===== src/design/cluster_bus_pkg.sv =====
// cluster bus package: address map constants and target index type for the AX routing
package cluster_bus_pkg;

  // the map below is only defined for 32-bit addresses
  localparam int unsigned ADDR_WIDTH       = 32;
  localparam int unsigned LEN_WIDTH        = 8;
  localparam int unsigned CLUSTER_ID_WIDTH = 6;

  // cluster 0 sits here, every further cluster adds one stride
  localparam logic [ADDR_WIDTH-1:0] CLUSTER_ADDR_ORIGIN = 32'h1000_0000;
  // 4 MiB per cluster
  localparam int unsigned CLUSTER_ADDR_STRIDE_LOG2 = 22;

  // offsets relative to the cluster base
  localparam logic [ADDR_WIDTH-1:0] TCDM_SIZE         = 32'h0010_0000;
  localparam logic [ADDR_WIDTH-1:0] PERIPH_OFFSET     = 32'h0020_0000;
  localparam logic [ADDR_WIDTH-1:0] PERIPH_END_OFFSET = 32'h0040_0000;

  // target ports, also the bit position in the decoder target vectors
  typedef enum logic [1:0] {
    TGT_TCDM   = 2'd0,
    TGT_PERIPH = 2'd1,
    TGT_EXT    = 2'd2
  } tgt_idx_e;

  localparam int unsigned NB_TARGETS = 3;

endpackage


===== src/design/cluster_ax_slice.sv =====
// AX slice: two-entry spill register cutting valid, data and ready paths at full rate
module cluster_ax_slice #(
  parameter type payload_t = logic [31:0]
) (
  input  logic     clk_i,
  input  logic     arst_n_i,
  input  logic     valid_i,
  output logic     ready_o,
  input  payload_t data_i,
  output logic     valid_o,
  input  logic     ready_i,
  output payload_t data_o
);

  // entry a drives the output, entry b catches a beat while the output stalls
  logic     a_full_q, a_full_d;
  logic     b_full_q, b_full_d;
  payload_t a_data_q, b_data_q;
  logic     in_fire;
  logic     a_load_in, a_load_spill, b_load;

  assign ready_o = ~b_full_q;
  assign valid_o = a_full_q;
  assign data_o  = a_data_q;
  assign in_fire = valid_i & ready_o;

  always_comb begin
    a_full_d     = a_full_q;
    b_full_d     = b_full_q;
    a_load_in    = 1'b0;
    a_load_spill = 1'b0;
    b_load       = 1'b0;
    if (b_full_q) begin
      // no input accepted here, drain the spill entry into a
      if (ready_i) begin
        a_load_spill = 1'b1;
        b_full_d     = 1'b0;
      end
    end else if (!a_full_q || ready_i) begin
      a_full_d  = in_fire;
      a_load_in = in_fire;
    end else if (in_fire) begin
      b_load   = 1'b1;
      b_full_d = 1'b1;
    end
  end

  always_ff @(posedge clk_i or negedge arst_n_i) begin
    if (!arst_n_i) begin
      a_full_q <= 1'b0;
      b_full_q <= 1'b0;
    end else begin
      a_full_q <= a_full_d;
      b_full_q <= b_full_d;
    end
  end

  always_ff @(posedge clk_i) begin
    if (a_load_in) begin
      a_data_q <= data_i;
    end else if (a_load_spill) begin
      a_data_q <= b_data_q;
    end
    if (b_load) begin
      b_data_q <= data_i;
    end
  end

endmodule


===== src/design/cluster_addr_decode.sv =====
// address decoder: cuts one initiator beat and steers it to TCDM, peripherals or external bus
module cluster_addr_decode #(
  parameter int unsigned ID_IN_WIDTH = 4
) (
  input  logic                                        clk_i,
  input  logic                                        arst_n_i,
  input  logic [cluster_bus_pkg::CLUSTER_ID_WIDTH-1:0] cluster_id_i,
  input  logic                                        valid_i,
  output logic                                        ready_o,
  input  logic [cluster_bus_pkg::ADDR_WIDTH-1:0]       addr_i,
  input  logic [ID_IN_WIDTH-1:0]                      id_i,
  input  logic [cluster_bus_pkg::LEN_WIDTH-1:0]        len_i,
  output logic [cluster_bus_pkg::NB_TARGETS-1:0]       tgt_valid_o,
  input  logic [cluster_bus_pkg::NB_TARGETS-1:0]       tgt_ready_i,
  output logic [cluster_bus_pkg::ADDR_WIDTH-1:0]       addr_o,
  output logic [ID_IN_WIDTH-1:0]                      id_o,
  output logic [cluster_bus_pkg::LEN_WIDTH-1:0]        len_o,
  output logic                                        decerr_o,
  output logic [ID_IN_WIDTH-1:0]                      decerr_id_o
);

  typedef logic [cluster_bus_pkg::ADDR_WIDTH-1:0] addr_t;

  typedef struct packed {
    addr_t                                addr;
    logic [ID_IN_WIDTH-1:0]               id;
    logic [cluster_bus_pkg::LEN_WIDTH-1:0] len;
  } in_beat_t;

  in_beat_t                  in_beat, beat;
  logic                      beat_valid, beat_ready;
  addr_t                     cluster_base, offset;
  logic                      in_cluster, hit;
  cluster_bus_pkg::tgt_idx_e tgt_sel;

  assign in_beat = '{addr: addr_i, id: id_i, len: len_i};

  cluster_ax_slice #(
    .payload_t ( in_beat_t )
  ) i_in_slice (
    .clk_i    ( clk_i      ),
    .arst_n_i ( arst_n_i   ),
    .valid_i  ( valid_i    ),
    .ready_o  ( ready_o    ),
    .data_i   ( in_beat    ),
    .valid_o  ( beat_valid ),
    .ready_i  ( beat_ready ),
    .data_o   ( beat       )
  );

  // base never wraps, even base + 4 MiB stays below 2^32 for cluster 63
  assign cluster_base = cluster_bus_pkg::CLUSTER_ADDR_ORIGIN +
                        (addr_t'(cluster_id_i) << cluster_bus_pkg::CLUSTER_ADDR_STRIDE_LOG2);
  assign offset       = beat.addr - cluster_base;
  assign in_cluster   = (beat.addr >= cluster_base) &&
                        (offset < cluster_bus_pkg::PERIPH_END_OFFSET);

  always_comb begin
    tgt_sel = cluster_bus_pkg::TGT_EXT;
    hit     = 1'b1;
    if (in_cluster) begin
      if (offset < cluster_bus_pkg::TCDM_SIZE) begin
        tgt_sel = cluster_bus_pkg::TGT_TCDM;
      end else if (offset >= cluster_bus_pkg::PERIPH_OFFSET) begin
        tgt_sel = cluster_bus_pkg::TGT_PERIPH;
      end else begin
        // hole between TCDM and peripherals
        hit = 1'b0;
      end
    end
  end

  always_comb begin
    for (int i = 0; i < cluster_bus_pkg::NB_TARGETS; i++) begin
      tgt_valid_o[i] = beat_valid && hit && (int'(tgt_sel) == i);
    end
  end

  // an unmapped beat is dropped right away
  assign beat_ready  = hit ? tgt_ready_i[tgt_sel] : 1'b1;
  assign decerr_o    = beat_valid & ~hit;
  assign decerr_id_o = beat.id;

  assign addr_o = beat.addr;
  assign id_o   = beat.id;
  assign len_o  = beat.len;

endmodule


===== src/design/cluster_bus_mux.sv =====
// target multiplexer: round-robin between the two decoders, ID widening and output cut
module cluster_bus_mux #(
  parameter int unsigned ID_IN_WIDTH = 4
) (
  input  logic                                  clk_i,
  input  logic                                  arst_n_i,
  input  logic [1:0]                            in_valid_i,
  output logic [1:0]                            in_ready_o,
  input  logic [cluster_bus_pkg::ADDR_WIDTH-1:0] in0_addr_i,
  input  logic [ID_IN_WIDTH-1:0]                in0_id_i,
  input  logic [cluster_bus_pkg::LEN_WIDTH-1:0]  in0_len_i,
  input  logic [cluster_bus_pkg::ADDR_WIDTH-1:0] in1_addr_i,
  input  logic [ID_IN_WIDTH-1:0]                in1_id_i,
  input  logic [cluster_bus_pkg::LEN_WIDTH-1:0]  in1_len_i,
  output logic                                  valid_o,
  input  logic                                  ready_i,
  output logic [cluster_bus_pkg::ADDR_WIDTH-1:0] addr_o,
  output logic [ID_IN_WIDTH:0]                  id_o,
  output logic [cluster_bus_pkg::LEN_WIDTH-1:0]  len_o
);

  // one extra ID bit carries the initiator port index
  localparam int unsigned ID_OUT_WIDTH = ID_IN_WIDTH + 1;

  typedef struct packed {
    logic [cluster_bus_pkg::ADDR_WIDTH-1:0] addr;
    logic [ID_OUT_WIDTH-1:0]               id;
    logic [cluster_bus_pkg::LEN_WIDTH-1:0]  len;
  } out_beat_t;

  logic      rr_q;
  logic      gnt_idx;
  logic      any_req;
  logic      out_ready;
  logic      grant;
  out_beat_t gnt_beat, out_beat;

  assign any_req = |in_valid_i;
  // the pointer port wins if it requests, otherwise the other one
  assign gnt_idx = in_valid_i[rr_q] ? rr_q : ~rr_q;
  // no grant unless the output cut has room
  assign grant   = any_req & out_ready;

  assign in_ready_o[0] = grant & ~gnt_idx;
  assign in_ready_o[1] = grant &  gnt_idx;

  always_comb begin
    if (gnt_idx) begin
      gnt_beat = '{addr: in1_addr_i, id: {1'b1, in1_id_i}, len: in1_len_i};
    end else begin
      gnt_beat = '{addr: in0_addr_i, id: {1'b0, in0_id_i}, len: in0_len_i};
    end
  end

  // after a grant the other port gets priority
  always_ff @(posedge clk_i or negedge arst_n_i) begin
    if (!arst_n_i) begin
      rr_q <= 1'b0;
    end else if (grant) begin
      rr_q <= ~gnt_idx;
    end
  end

  cluster_ax_slice #(
    .payload_t ( out_beat_t )
  ) i_out_slice (
    .clk_i    ( clk_i     ),
    .arst_n_i ( arst_n_i  ),
    .valid_i  ( any_req   ),
    .ready_o  ( out_ready ),
    .data_i   ( gnt_beat  ),
    .valid_o  ( valid_o   ),
    .ready_i  ( ready_i   ),
    .data_o   ( out_beat  )
  );

  assign addr_o = out_beat.addr;
  assign id_o   = out_beat.id;
  assign len_o  = out_beat.len;

endmodule


===== src/design/cluster_bus_top.sv =====
// cluster bus AX router: two initiator decoders feeding three per-target multiplexers
module cluster_bus_top #(
  parameter int unsigned ID_IN_WIDTH = 4
) (
  input  logic                                        clk_i,
  input  logic                                        arst_n_i,
  input  logic [cluster_bus_pkg::CLUSTER_ID_WIDTH-1:0] cluster_id_i,
  // initiator port 0, external and data side
  input  logic                                        p0_valid_i,
  output logic                                        p0_ready_o,
  input  logic [cluster_bus_pkg::ADDR_WIDTH-1:0]       p0_addr_i,
  input  logic [ID_IN_WIDTH-1:0]                      p0_id_i,
  input  logic [cluster_bus_pkg::LEN_WIDTH-1:0]        p0_len_i,
  output logic                                        p0_decerr_o,
  output logic [ID_IN_WIDTH-1:0]                      p0_decerr_id_o,
  // initiator port 1, DMA side
  input  logic                                        p1_valid_i,
  output logic                                        p1_ready_o,
  input  logic [cluster_bus_pkg::ADDR_WIDTH-1:0]       p1_addr_i,
  input  logic [ID_IN_WIDTH-1:0]                      p1_id_i,
  input  logic [cluster_bus_pkg::LEN_WIDTH-1:0]        p1_len_i,
  output logic                                        p1_decerr_o,
  output logic [ID_IN_WIDTH-1:0]                      p1_decerr_id_o,
  // target ports
  output logic                                        tcdm_valid_o,
  input  logic                                        tcdm_ready_i,
  output logic [cluster_bus_pkg::ADDR_WIDTH-1:0]       tcdm_addr_o,
  output logic [ID_IN_WIDTH:0]                        tcdm_id_o,
  output logic [cluster_bus_pkg::LEN_WIDTH-1:0]        tcdm_len_o,
  output logic                                        periph_valid_o,
  input  logic                                        periph_ready_i,
  output logic [cluster_bus_pkg::ADDR_WIDTH-1:0]       periph_addr_o,
  output logic [ID_IN_WIDTH:0]                        periph_id_o,
  output logic [cluster_bus_pkg::LEN_WIDTH-1:0]        periph_len_o,
  output logic                                        ext_valid_o,
  input  logic                                        ext_ready_i,
  output logic [cluster_bus_pkg::ADDR_WIDTH-1:0]       ext_addr_o,
  output logic [ID_IN_WIDTH:0]                        ext_id_o,
  output logic [cluster_bus_pkg::LEN_WIDTH-1:0]        ext_len_o
);

  logic [cluster_bus_pkg::NB_TARGETS-1:0] p0_tgt_valid, p0_tgt_ready;
  logic [cluster_bus_pkg::NB_TARGETS-1:0] p1_tgt_valid, p1_tgt_ready;
  logic [cluster_bus_pkg::ADDR_WIDTH-1:0] p0_dec_addr, p1_dec_addr;
  logic [ID_IN_WIDTH-1:0]                p0_dec_id, p1_dec_id;
  logic [cluster_bus_pkg::LEN_WIDTH-1:0]  p0_dec_len, p1_dec_len;
  logic [1:0]                            tcdm_in_ready, periph_in_ready, ext_in_ready;

  // bit order follows tgt_idx_e, the mux ready index is the initiator port
  assign p0_tgt_ready = {ext_in_ready[0], periph_in_ready[0], tcdm_in_ready[0]};
  assign p1_tgt_ready = {ext_in_ready[1], periph_in_ready[1], tcdm_in_ready[1]};

  cluster_addr_decode #(
    .ID_IN_WIDTH ( ID_IN_WIDTH )
  ) i_p0_decode (
    .clk_i, .arst_n_i, .cluster_id_i,
    .valid_i     ( p0_valid_i     ),
    .ready_o     ( p0_ready_o     ),
    .addr_i      ( p0_addr_i      ),
    .id_i        ( p0_id_i        ),
    .len_i       ( p0_len_i       ),
    .tgt_valid_o ( p0_tgt_valid   ),
    .tgt_ready_i ( p0_tgt_ready   ),
    .addr_o      ( p0_dec_addr    ),
    .id_o        ( p0_dec_id      ),
    .len_o       ( p0_dec_len     ),
    .decerr_o    ( p0_decerr_o    ),
    .decerr_id_o ( p0_decerr_id_o )
  );

  cluster_addr_decode #(
    .ID_IN_WIDTH ( ID_IN_WIDTH )
  ) i_p1_decode (
    .clk_i, .arst_n_i, .cluster_id_i,
    .valid_i     ( p1_valid_i     ),
    .ready_o     ( p1_ready_o     ),
    .addr_i      ( p1_addr_i      ),
    .id_i        ( p1_id_i        ),
    .len_i       ( p1_len_i       ),
    .tgt_valid_o ( p1_tgt_valid   ),
    .tgt_ready_i ( p1_tgt_ready   ),
    .addr_o      ( p1_dec_addr    ),
    .id_o        ( p1_dec_id      ),
    .len_o       ( p1_dec_len     ),
    .decerr_o    ( p1_decerr_o    ),
    .decerr_id_o ( p1_decerr_id_o )
  );

  cluster_bus_mux #(
    .ID_IN_WIDTH ( ID_IN_WIDTH )
  ) i_tcdm_mux (
    .clk_i, .arst_n_i,
    .in_valid_i ( {p1_tgt_valid[cluster_bus_pkg::TGT_TCDM],
                   p0_tgt_valid[cluster_bus_pkg::TGT_TCDM]} ),
    .in_ready_o ( tcdm_in_ready ),
    .in0_addr_i ( p0_dec_addr ), .in0_id_i ( p0_dec_id ), .in0_len_i ( p0_dec_len ),
    .in1_addr_i ( p1_dec_addr ), .in1_id_i ( p1_dec_id ), .in1_len_i ( p1_dec_len ),
    .valid_o    ( tcdm_valid_o ),
    .ready_i    ( tcdm_ready_i ),
    .addr_o     ( tcdm_addr_o  ),
    .id_o       ( tcdm_id_o    ),
    .len_o      ( tcdm_len_o   )
  );

  cluster_bus_mux #(
    .ID_IN_WIDTH ( ID_IN_WIDTH )
  ) i_periph_mux (
    .clk_i, .arst_n_i,
    .in_valid_i ( {p1_tgt_valid[cluster_bus_pkg::TGT_PERIPH],
                   p0_tgt_valid[cluster_bus_pkg::TGT_PERIPH]} ),
    .in_ready_o ( periph_in_ready ),
    .in0_addr_i ( p0_dec_addr ), .in0_id_i ( p0_dec_id ), .in0_len_i ( p0_dec_len ),
    .in1_addr_i ( p1_dec_addr ), .in1_id_i ( p1_dec_id ), .in1_len_i ( p1_dec_len ),
    .valid_o    ( periph_valid_o ),
    .ready_i    ( periph_ready_i ),
    .addr_o     ( periph_addr_o  ),
    .id_o       ( periph_id_o    ),
    .len_o      ( periph_len_o   )
  );

  cluster_bus_mux #(
    .ID_IN_WIDTH ( ID_IN_WIDTH )
  ) i_ext_mux (
    .clk_i, .arst_n_i,
    .in_valid_i ( {p1_tgt_valid[cluster_bus_pkg::TGT_EXT],
                   p0_tgt_valid[cluster_bus_pkg::TGT_EXT]} ),
    .in_ready_o ( ext_in_ready ),
    .in0_addr_i ( p0_dec_addr ), .in0_id_i ( p0_dec_id ), .in0_len_i ( p0_dec_len ),
    .in1_addr_i ( p1_dec_addr ), .in1_id_i ( p1_dec_id ), .in1_len_i ( p1_dec_len ),
    .valid_o    ( ext_valid_o ),
    .ready_i    ( ext_ready_i ),
    .addr_o     ( ext_addr_o  ),
    .id_o       ( ext_id_o    ),
    .len_o      ( ext_len_o   )
  );

endmodule


===== config.mk =====
export PLATFORM = sky130hd
export DESIGN_NAME = cluster_bus_top
export DESIGN_NICKNAME = d
export VERILOG_FILES = /design/src/design/cluster_bus_pkg.sv /design/src/design/cluster_ax_slice.sv /design/src/design/cluster_addr_decode.sv /design/src/design/cluster_bus_mux.sv /design/src/design/cluster_bus_top.sv
export SDC_FILE = /design/constraint.sdc
export NUM_CORES = 1
export LEC_CHECK = 0
export ABC_AREA = 0
export BUFFER_PORTS_ARGS = -buffer_cell sky130_fd_sc_hd__buf_4
export CAP_MARGIN = 15
export CELL_PAD_IN_SITES_DETAIL_PLACEMENT = 0
export CELL_PAD_IN_SITES_GLOBAL_PLACEMENT = 1
export CORE_ASPECT_RATIO = 1.5
export CORE_MARGIN = 5
export CORE_UTILIZATION = 53
export DETAILED_ROUTE_END_ITERATION = 10
export GPL_TIMING_DRIVEN = 0
export HOLD_SLACK_MARGIN = 0.12
export PLACE_DENSITY = 0.84
export SLEW_MARGIN = 20
export SYNTH_ARGS = -nofsm -noshare
export SYNTH_HDL_FRONTEND = slang
export SYNTH_SLANG_ARGS = --single-unit

===== constraint.sdc =====
create_clock -name clk_i -period 23.3 [get_ports clk_i]
set_clock_uncertainty 0.15 [all_clocks]
set_input_delay 2.33 -clock clk_i [delete_from_list [all_inputs] [get_ports clk_i]]
set_output_delay 2.33 -clock clk_i [all_outputs]
set_load 0.01 [all_outputs]

==> impl_metrics.env <==
export IMPL_dieArea_um2=41200
export IMPL_cp_top_family="simple AND/OR/NAND/NOR gates"
export IMPL_fin_crit_sh_pct=33.6
export IMPL_cts_tree="yes"
export IMPL_portBuffers=250
export IMPL_synth_warnings=0
export IMPL_end_kind="output port"
export IMPL_cp_num_cells=10
export IMPL_globalRoute_totalOverflow=0
export IMPL_drv_cap=0
export IMPL_dpl_cell_area_um2=22600
export IMPL_drc=0
export IMPL_avgRoutedWirePerCell_um=26.0
export IMPL_syn_avg_cell_area_um2=18.0
export IMPL_rows=86
export IMPL_cp_slowest_stage_delay_ps=580
export IMPL_p_leak_nw=8.74
export IMPL_combinationalPowerShare_pct=30.8
export IMPL_synth_area_leaders="edfxtp_1 68%, mux2_2 17%, mux2_4 3.2%"
export IMPL_p_int_mw=2.04
export IMPL_finalInstanceArea_um2=24000
export IMPL_reg2reg_to="i_periph_mux.i_out_slice.data_o[39]"
export IMPL_drt_first_pass_iters=5
export IMPL_cts_setup_buffers=0
export IMPL_p_per_area_nw_per_um2=124
export IMPL_synth_flop_cell="edfxtp_1"
export IMPL_drv_slew=0
export IMPL_critPathRequiredTime_ps=20820
export IMPL_synth_cell_types=70
export IMPL_vias_per_cell=5.71
export IMPL_grt_usage_pct=24.1
export IMPL_vias=11130
export IMPL_endpoint="p1_decerr_o"
export IMPL_power_mw=2.97
export IMPL_worst_pin_slew_ps=1130
export IMPL_wl_um=50600
export IMPL_fmax_ghz=0.128
export IMPL_swShare_pct=31.2
export IMPL_pre_cts_ws_ps=15480
export IMPL_min_period_ps=7840
export IMPL_sequentialPowerShare_pct=45.1
export IMPL_p_clk_share_pct=24.1
export IMPL_start_kind="primary input"
export IMPL_synth_top_area_cell="edfxtp_1"
export IMPL_startpoint="cluster_id_i[0]"
export IMPL_path_clk_slew_ps=60
export IMPL_start_util_pct=53.5
export IMPL_syn_area_um2=19700
export IMPL_drtAntennaViolNets=0
export IMPL_cts_resized_gates=0
export IMPL_r2r_start="i_p0_decode.i_in_slice.data_o[36]"
export IMPL_rsz0062_at_grt="no"
export IMPL_drive_gt1_share_pct=50.9
export IMPL_nNetsFinal=1545
export IMPL_worst_path_most_repeated_cell="buf_4"
export IMPL_clock_sinks=459
export IMPL_crit_arrival_ps=5360
export IMPL_crit_chain="buf_4 > ha_1 > fa_1 > xnor2_1 > nor4_1 > nand3_1 > or3_1 > a211oi_1 > nor3b_1 > buf_4"
export IMPL_grt_first_pass_wirelength_um=74400
export IMPL_io_pins=251
export IMPL_coreArea_um2=36800
export IMPL_syn2layout_area_growth_pct=21.7
export IMPL_relSlewSlack_pct=23.2
export IMPL_htreeDepth=2
export IMPL_synth_top_cell_area_share_pct=68.0
export IMPL_path_buf_inv=2
export IMPL_clock_path_buffers=3
export IMPL_synth_seq_cells=459
export IMPL_antenna_found_initial=4
export IMPL_synthCells=1096
export IMPL_syn_num_nets=1211
export IMPL_cts_root_buf="clkbuf_16"
export IMPL_dp_hpwl_um=35900
export IMPL_clk_latency_ps=560
export IMPL_grt_max_degree=46
export IMPL_tns_ps=0
export IMPL_die_y_um=246
export IMPL_hold_viol_final=0
export IMPL_path_max_fanout=4
export IMPL_final_cells=1949
export IMPL_r2r_slack_ps=18190
export IMPL_setup_viol=0
export IMPL_cts_buffers=44
export IMPL_outcome="finished clean"
export IMPL_seq_area_frac_synth_pct=69.6
export IMPL_hold_class="flip-flop to flip-flop"
export IMPL_place_gp_congestion=0.901
export IMPL_finalWorstSetupSlack_ps=15460
export IMPL_drt_iter0_drc=784
export IMPL_hold_buffers=0
export IMPL_crit_type="primary input to output port"
export IMPL_die_x_um=167
export IMPL_async_flop_share_pct=2.83
export IMPL_crit_slowest_cell="nor3b_1"
export IMPL_placedCellCount=1868
export IMPL_r2r_cells=10
export IMPL_switching_power_uw=924
export IMPL_synth_edff_count=446
export IMPL_grt_pass1_vias=11784
export IMPL_peakVddDrop_mv=0.0888
kinds of logic (layout without fill, tap and decap cells):
kind of cell	Yosys count	count (layout)	share of synthesized area [%]
simple gates	100	100	2.75
compound gates	100	100	3.94
flops	459	459	69.6
other cells	0	2	0
mux	349	349	20.7
fa+ha+maj	14	14	0.965
xor+xnor	3	3	0.133
buf+inv	71	438	1.87
area by class of cell:
| cell class | count | area [um2] |
|---|---|---|
| sequential | 459 | 13700 |
| multi-input combinational | 566 | 5690 |
| timing repair buffer | 288 | 2180 |
| fill | 2696 | 12800 |
| clock inverter | 22 | 215 |
| tap | 484 | 606 |
| antenna | 2 | 5.00 |
| buffer | 44 | 267 |
| inverter | 27 | 101 |
| clock buffer | 57 | 1200 |
worst min-delay path by stage:
| stage | to | slack [ps] | startpoint | cells after the start |
|---|---|---|---|---|
| 2_1_floorplan | i_periph_mux.i_out_slice.data_o[34] | 330 | i_periph_mux.i_out_slice.b_data_q[34] | 1 |
| 4_1_cts | i_tcdm_mux.i_out_slice.data_o[12] | 380 | i_tcdm_mux.i_out_slice.b_data_q[12] | 1 |
| 3_5_place_dp | i_periph_mux.i_out_slice.data_o[44] | 370 | i_periph_mux.i_out_slice.b_data_q[44] | 1 |
| 5_1_grt | i_tcdm_mux.i_out_slice.data_o[12] | 390 | i_tcdm_mux.i_out_slice.b_data_q[12] | 1 |
| 3_3_place_gp | i_periph_mux.i_out_slice.data_o[44] | 350 | i_periph_mux.i_out_slice.b_data_q[44] | 1 |
| 6_report | i_periph_mux.i_out_slice.data_o[34] | 380 | i_periph_mux.i_out_slice.b_data_q[34] | 1 |
flip-flops by register name, summed over array words and instances, names as in the netlist, 44 cells and up:
signal / flops
i_ext_mux.i_out_slice.b_data_q: 45
i_ext_mux.i_out_slice.data_o: 45
i_p0_decode.i_in_slice.b_data_q: 44
i_p0_decode.i_in_slice.data_o: 44
i_p1_decode.i_in_slice.b_data_q: 44
i_p1_decode.i_in_slice.data_o: 44
i_periph_mux.i_out_slice.b_data_q: 45
i_periph_mux.i_out_slice.data_o: 45
i_tcdm_mux.i_out_slice.b_data_q: 45
i_tcdm_mux.i_out_slice.data_o: 45
layout by cell type, fill, tap and decap left out, types with 12 or more instances in the layout:
cell type	Yosys	layout
ha_1	12	12
nand2_1	19	18
dfrtp_1	13	13
clkbuf_1	12	22
mux2_4	42	42
buf_4	6	262
clkbuf_16	0	46
inv_1	26	26
mux2_2	298	298
edfxtp_1	446	446
nor2_1	20	18
buf_2	15	41
o21ai_0	21	21
worst register-to-register path, cell delays in order (launching register included):
cell and delay (ps):
edfxtp_1 440, ha_1 380, and3b_1 200, o21ai_0 520
nor4b_1 390, a31oi_1 140, a2111o_1 530, mux2i_2 910
buf_2 480, mux2_2 440, mux2_2 280
power groups by stage:
| stage | sequential [mW] | combinational (mW) | clock (mW) |
|---|---|---|---|
| global route | 1.36 | 0.979 | 0.761 |
| detailed placement | 1.35 | 0.914 | 0 |
| finish | 1.34 | 0.914 | 0.716 |
| floorplan | 1.33 | 0.557 | 0 |
| CTS | 1.34 | 0.924 | 0.725 |
| global placement | 1.37 | 0.862 | 0 |
synthesized netlist by cell type (all sizes together), types with 5 or more instances:
cell type,number
a2111oi,5
a211oi,8
a21o,11
a21oi,9
buf,32
clkbuf,12
dfrtp,13
edfxtp,446
ha,12
inv,26
mux2,341
mux2i,8
nand2,19
nand2b,7
nor2,20
nor2b,7
nor3,8
nor4,5
o21ai,22
or4,5
layer usage:
layer | global-route usage, % | up-vias | routed length (um)
li1 | - | 5015 | -
met1 | 28.3 | 5648 | 18700
met2 | 44.5 | 377 | 27300
met3 | 4.64 | 86 | 2980
met4 | 8.05 | 4 | 1640
met5 | 0 | - | 26
metrics by stage:
stage	utilization (%)	hold slack, ps
after floorplan	-	327
after global placement	60.3	353
after detailed placement	61.3	365
after CTS	65.1	377
after global routing	65.2	393
final	65.2	377
(Power assumes the default switching activity.)
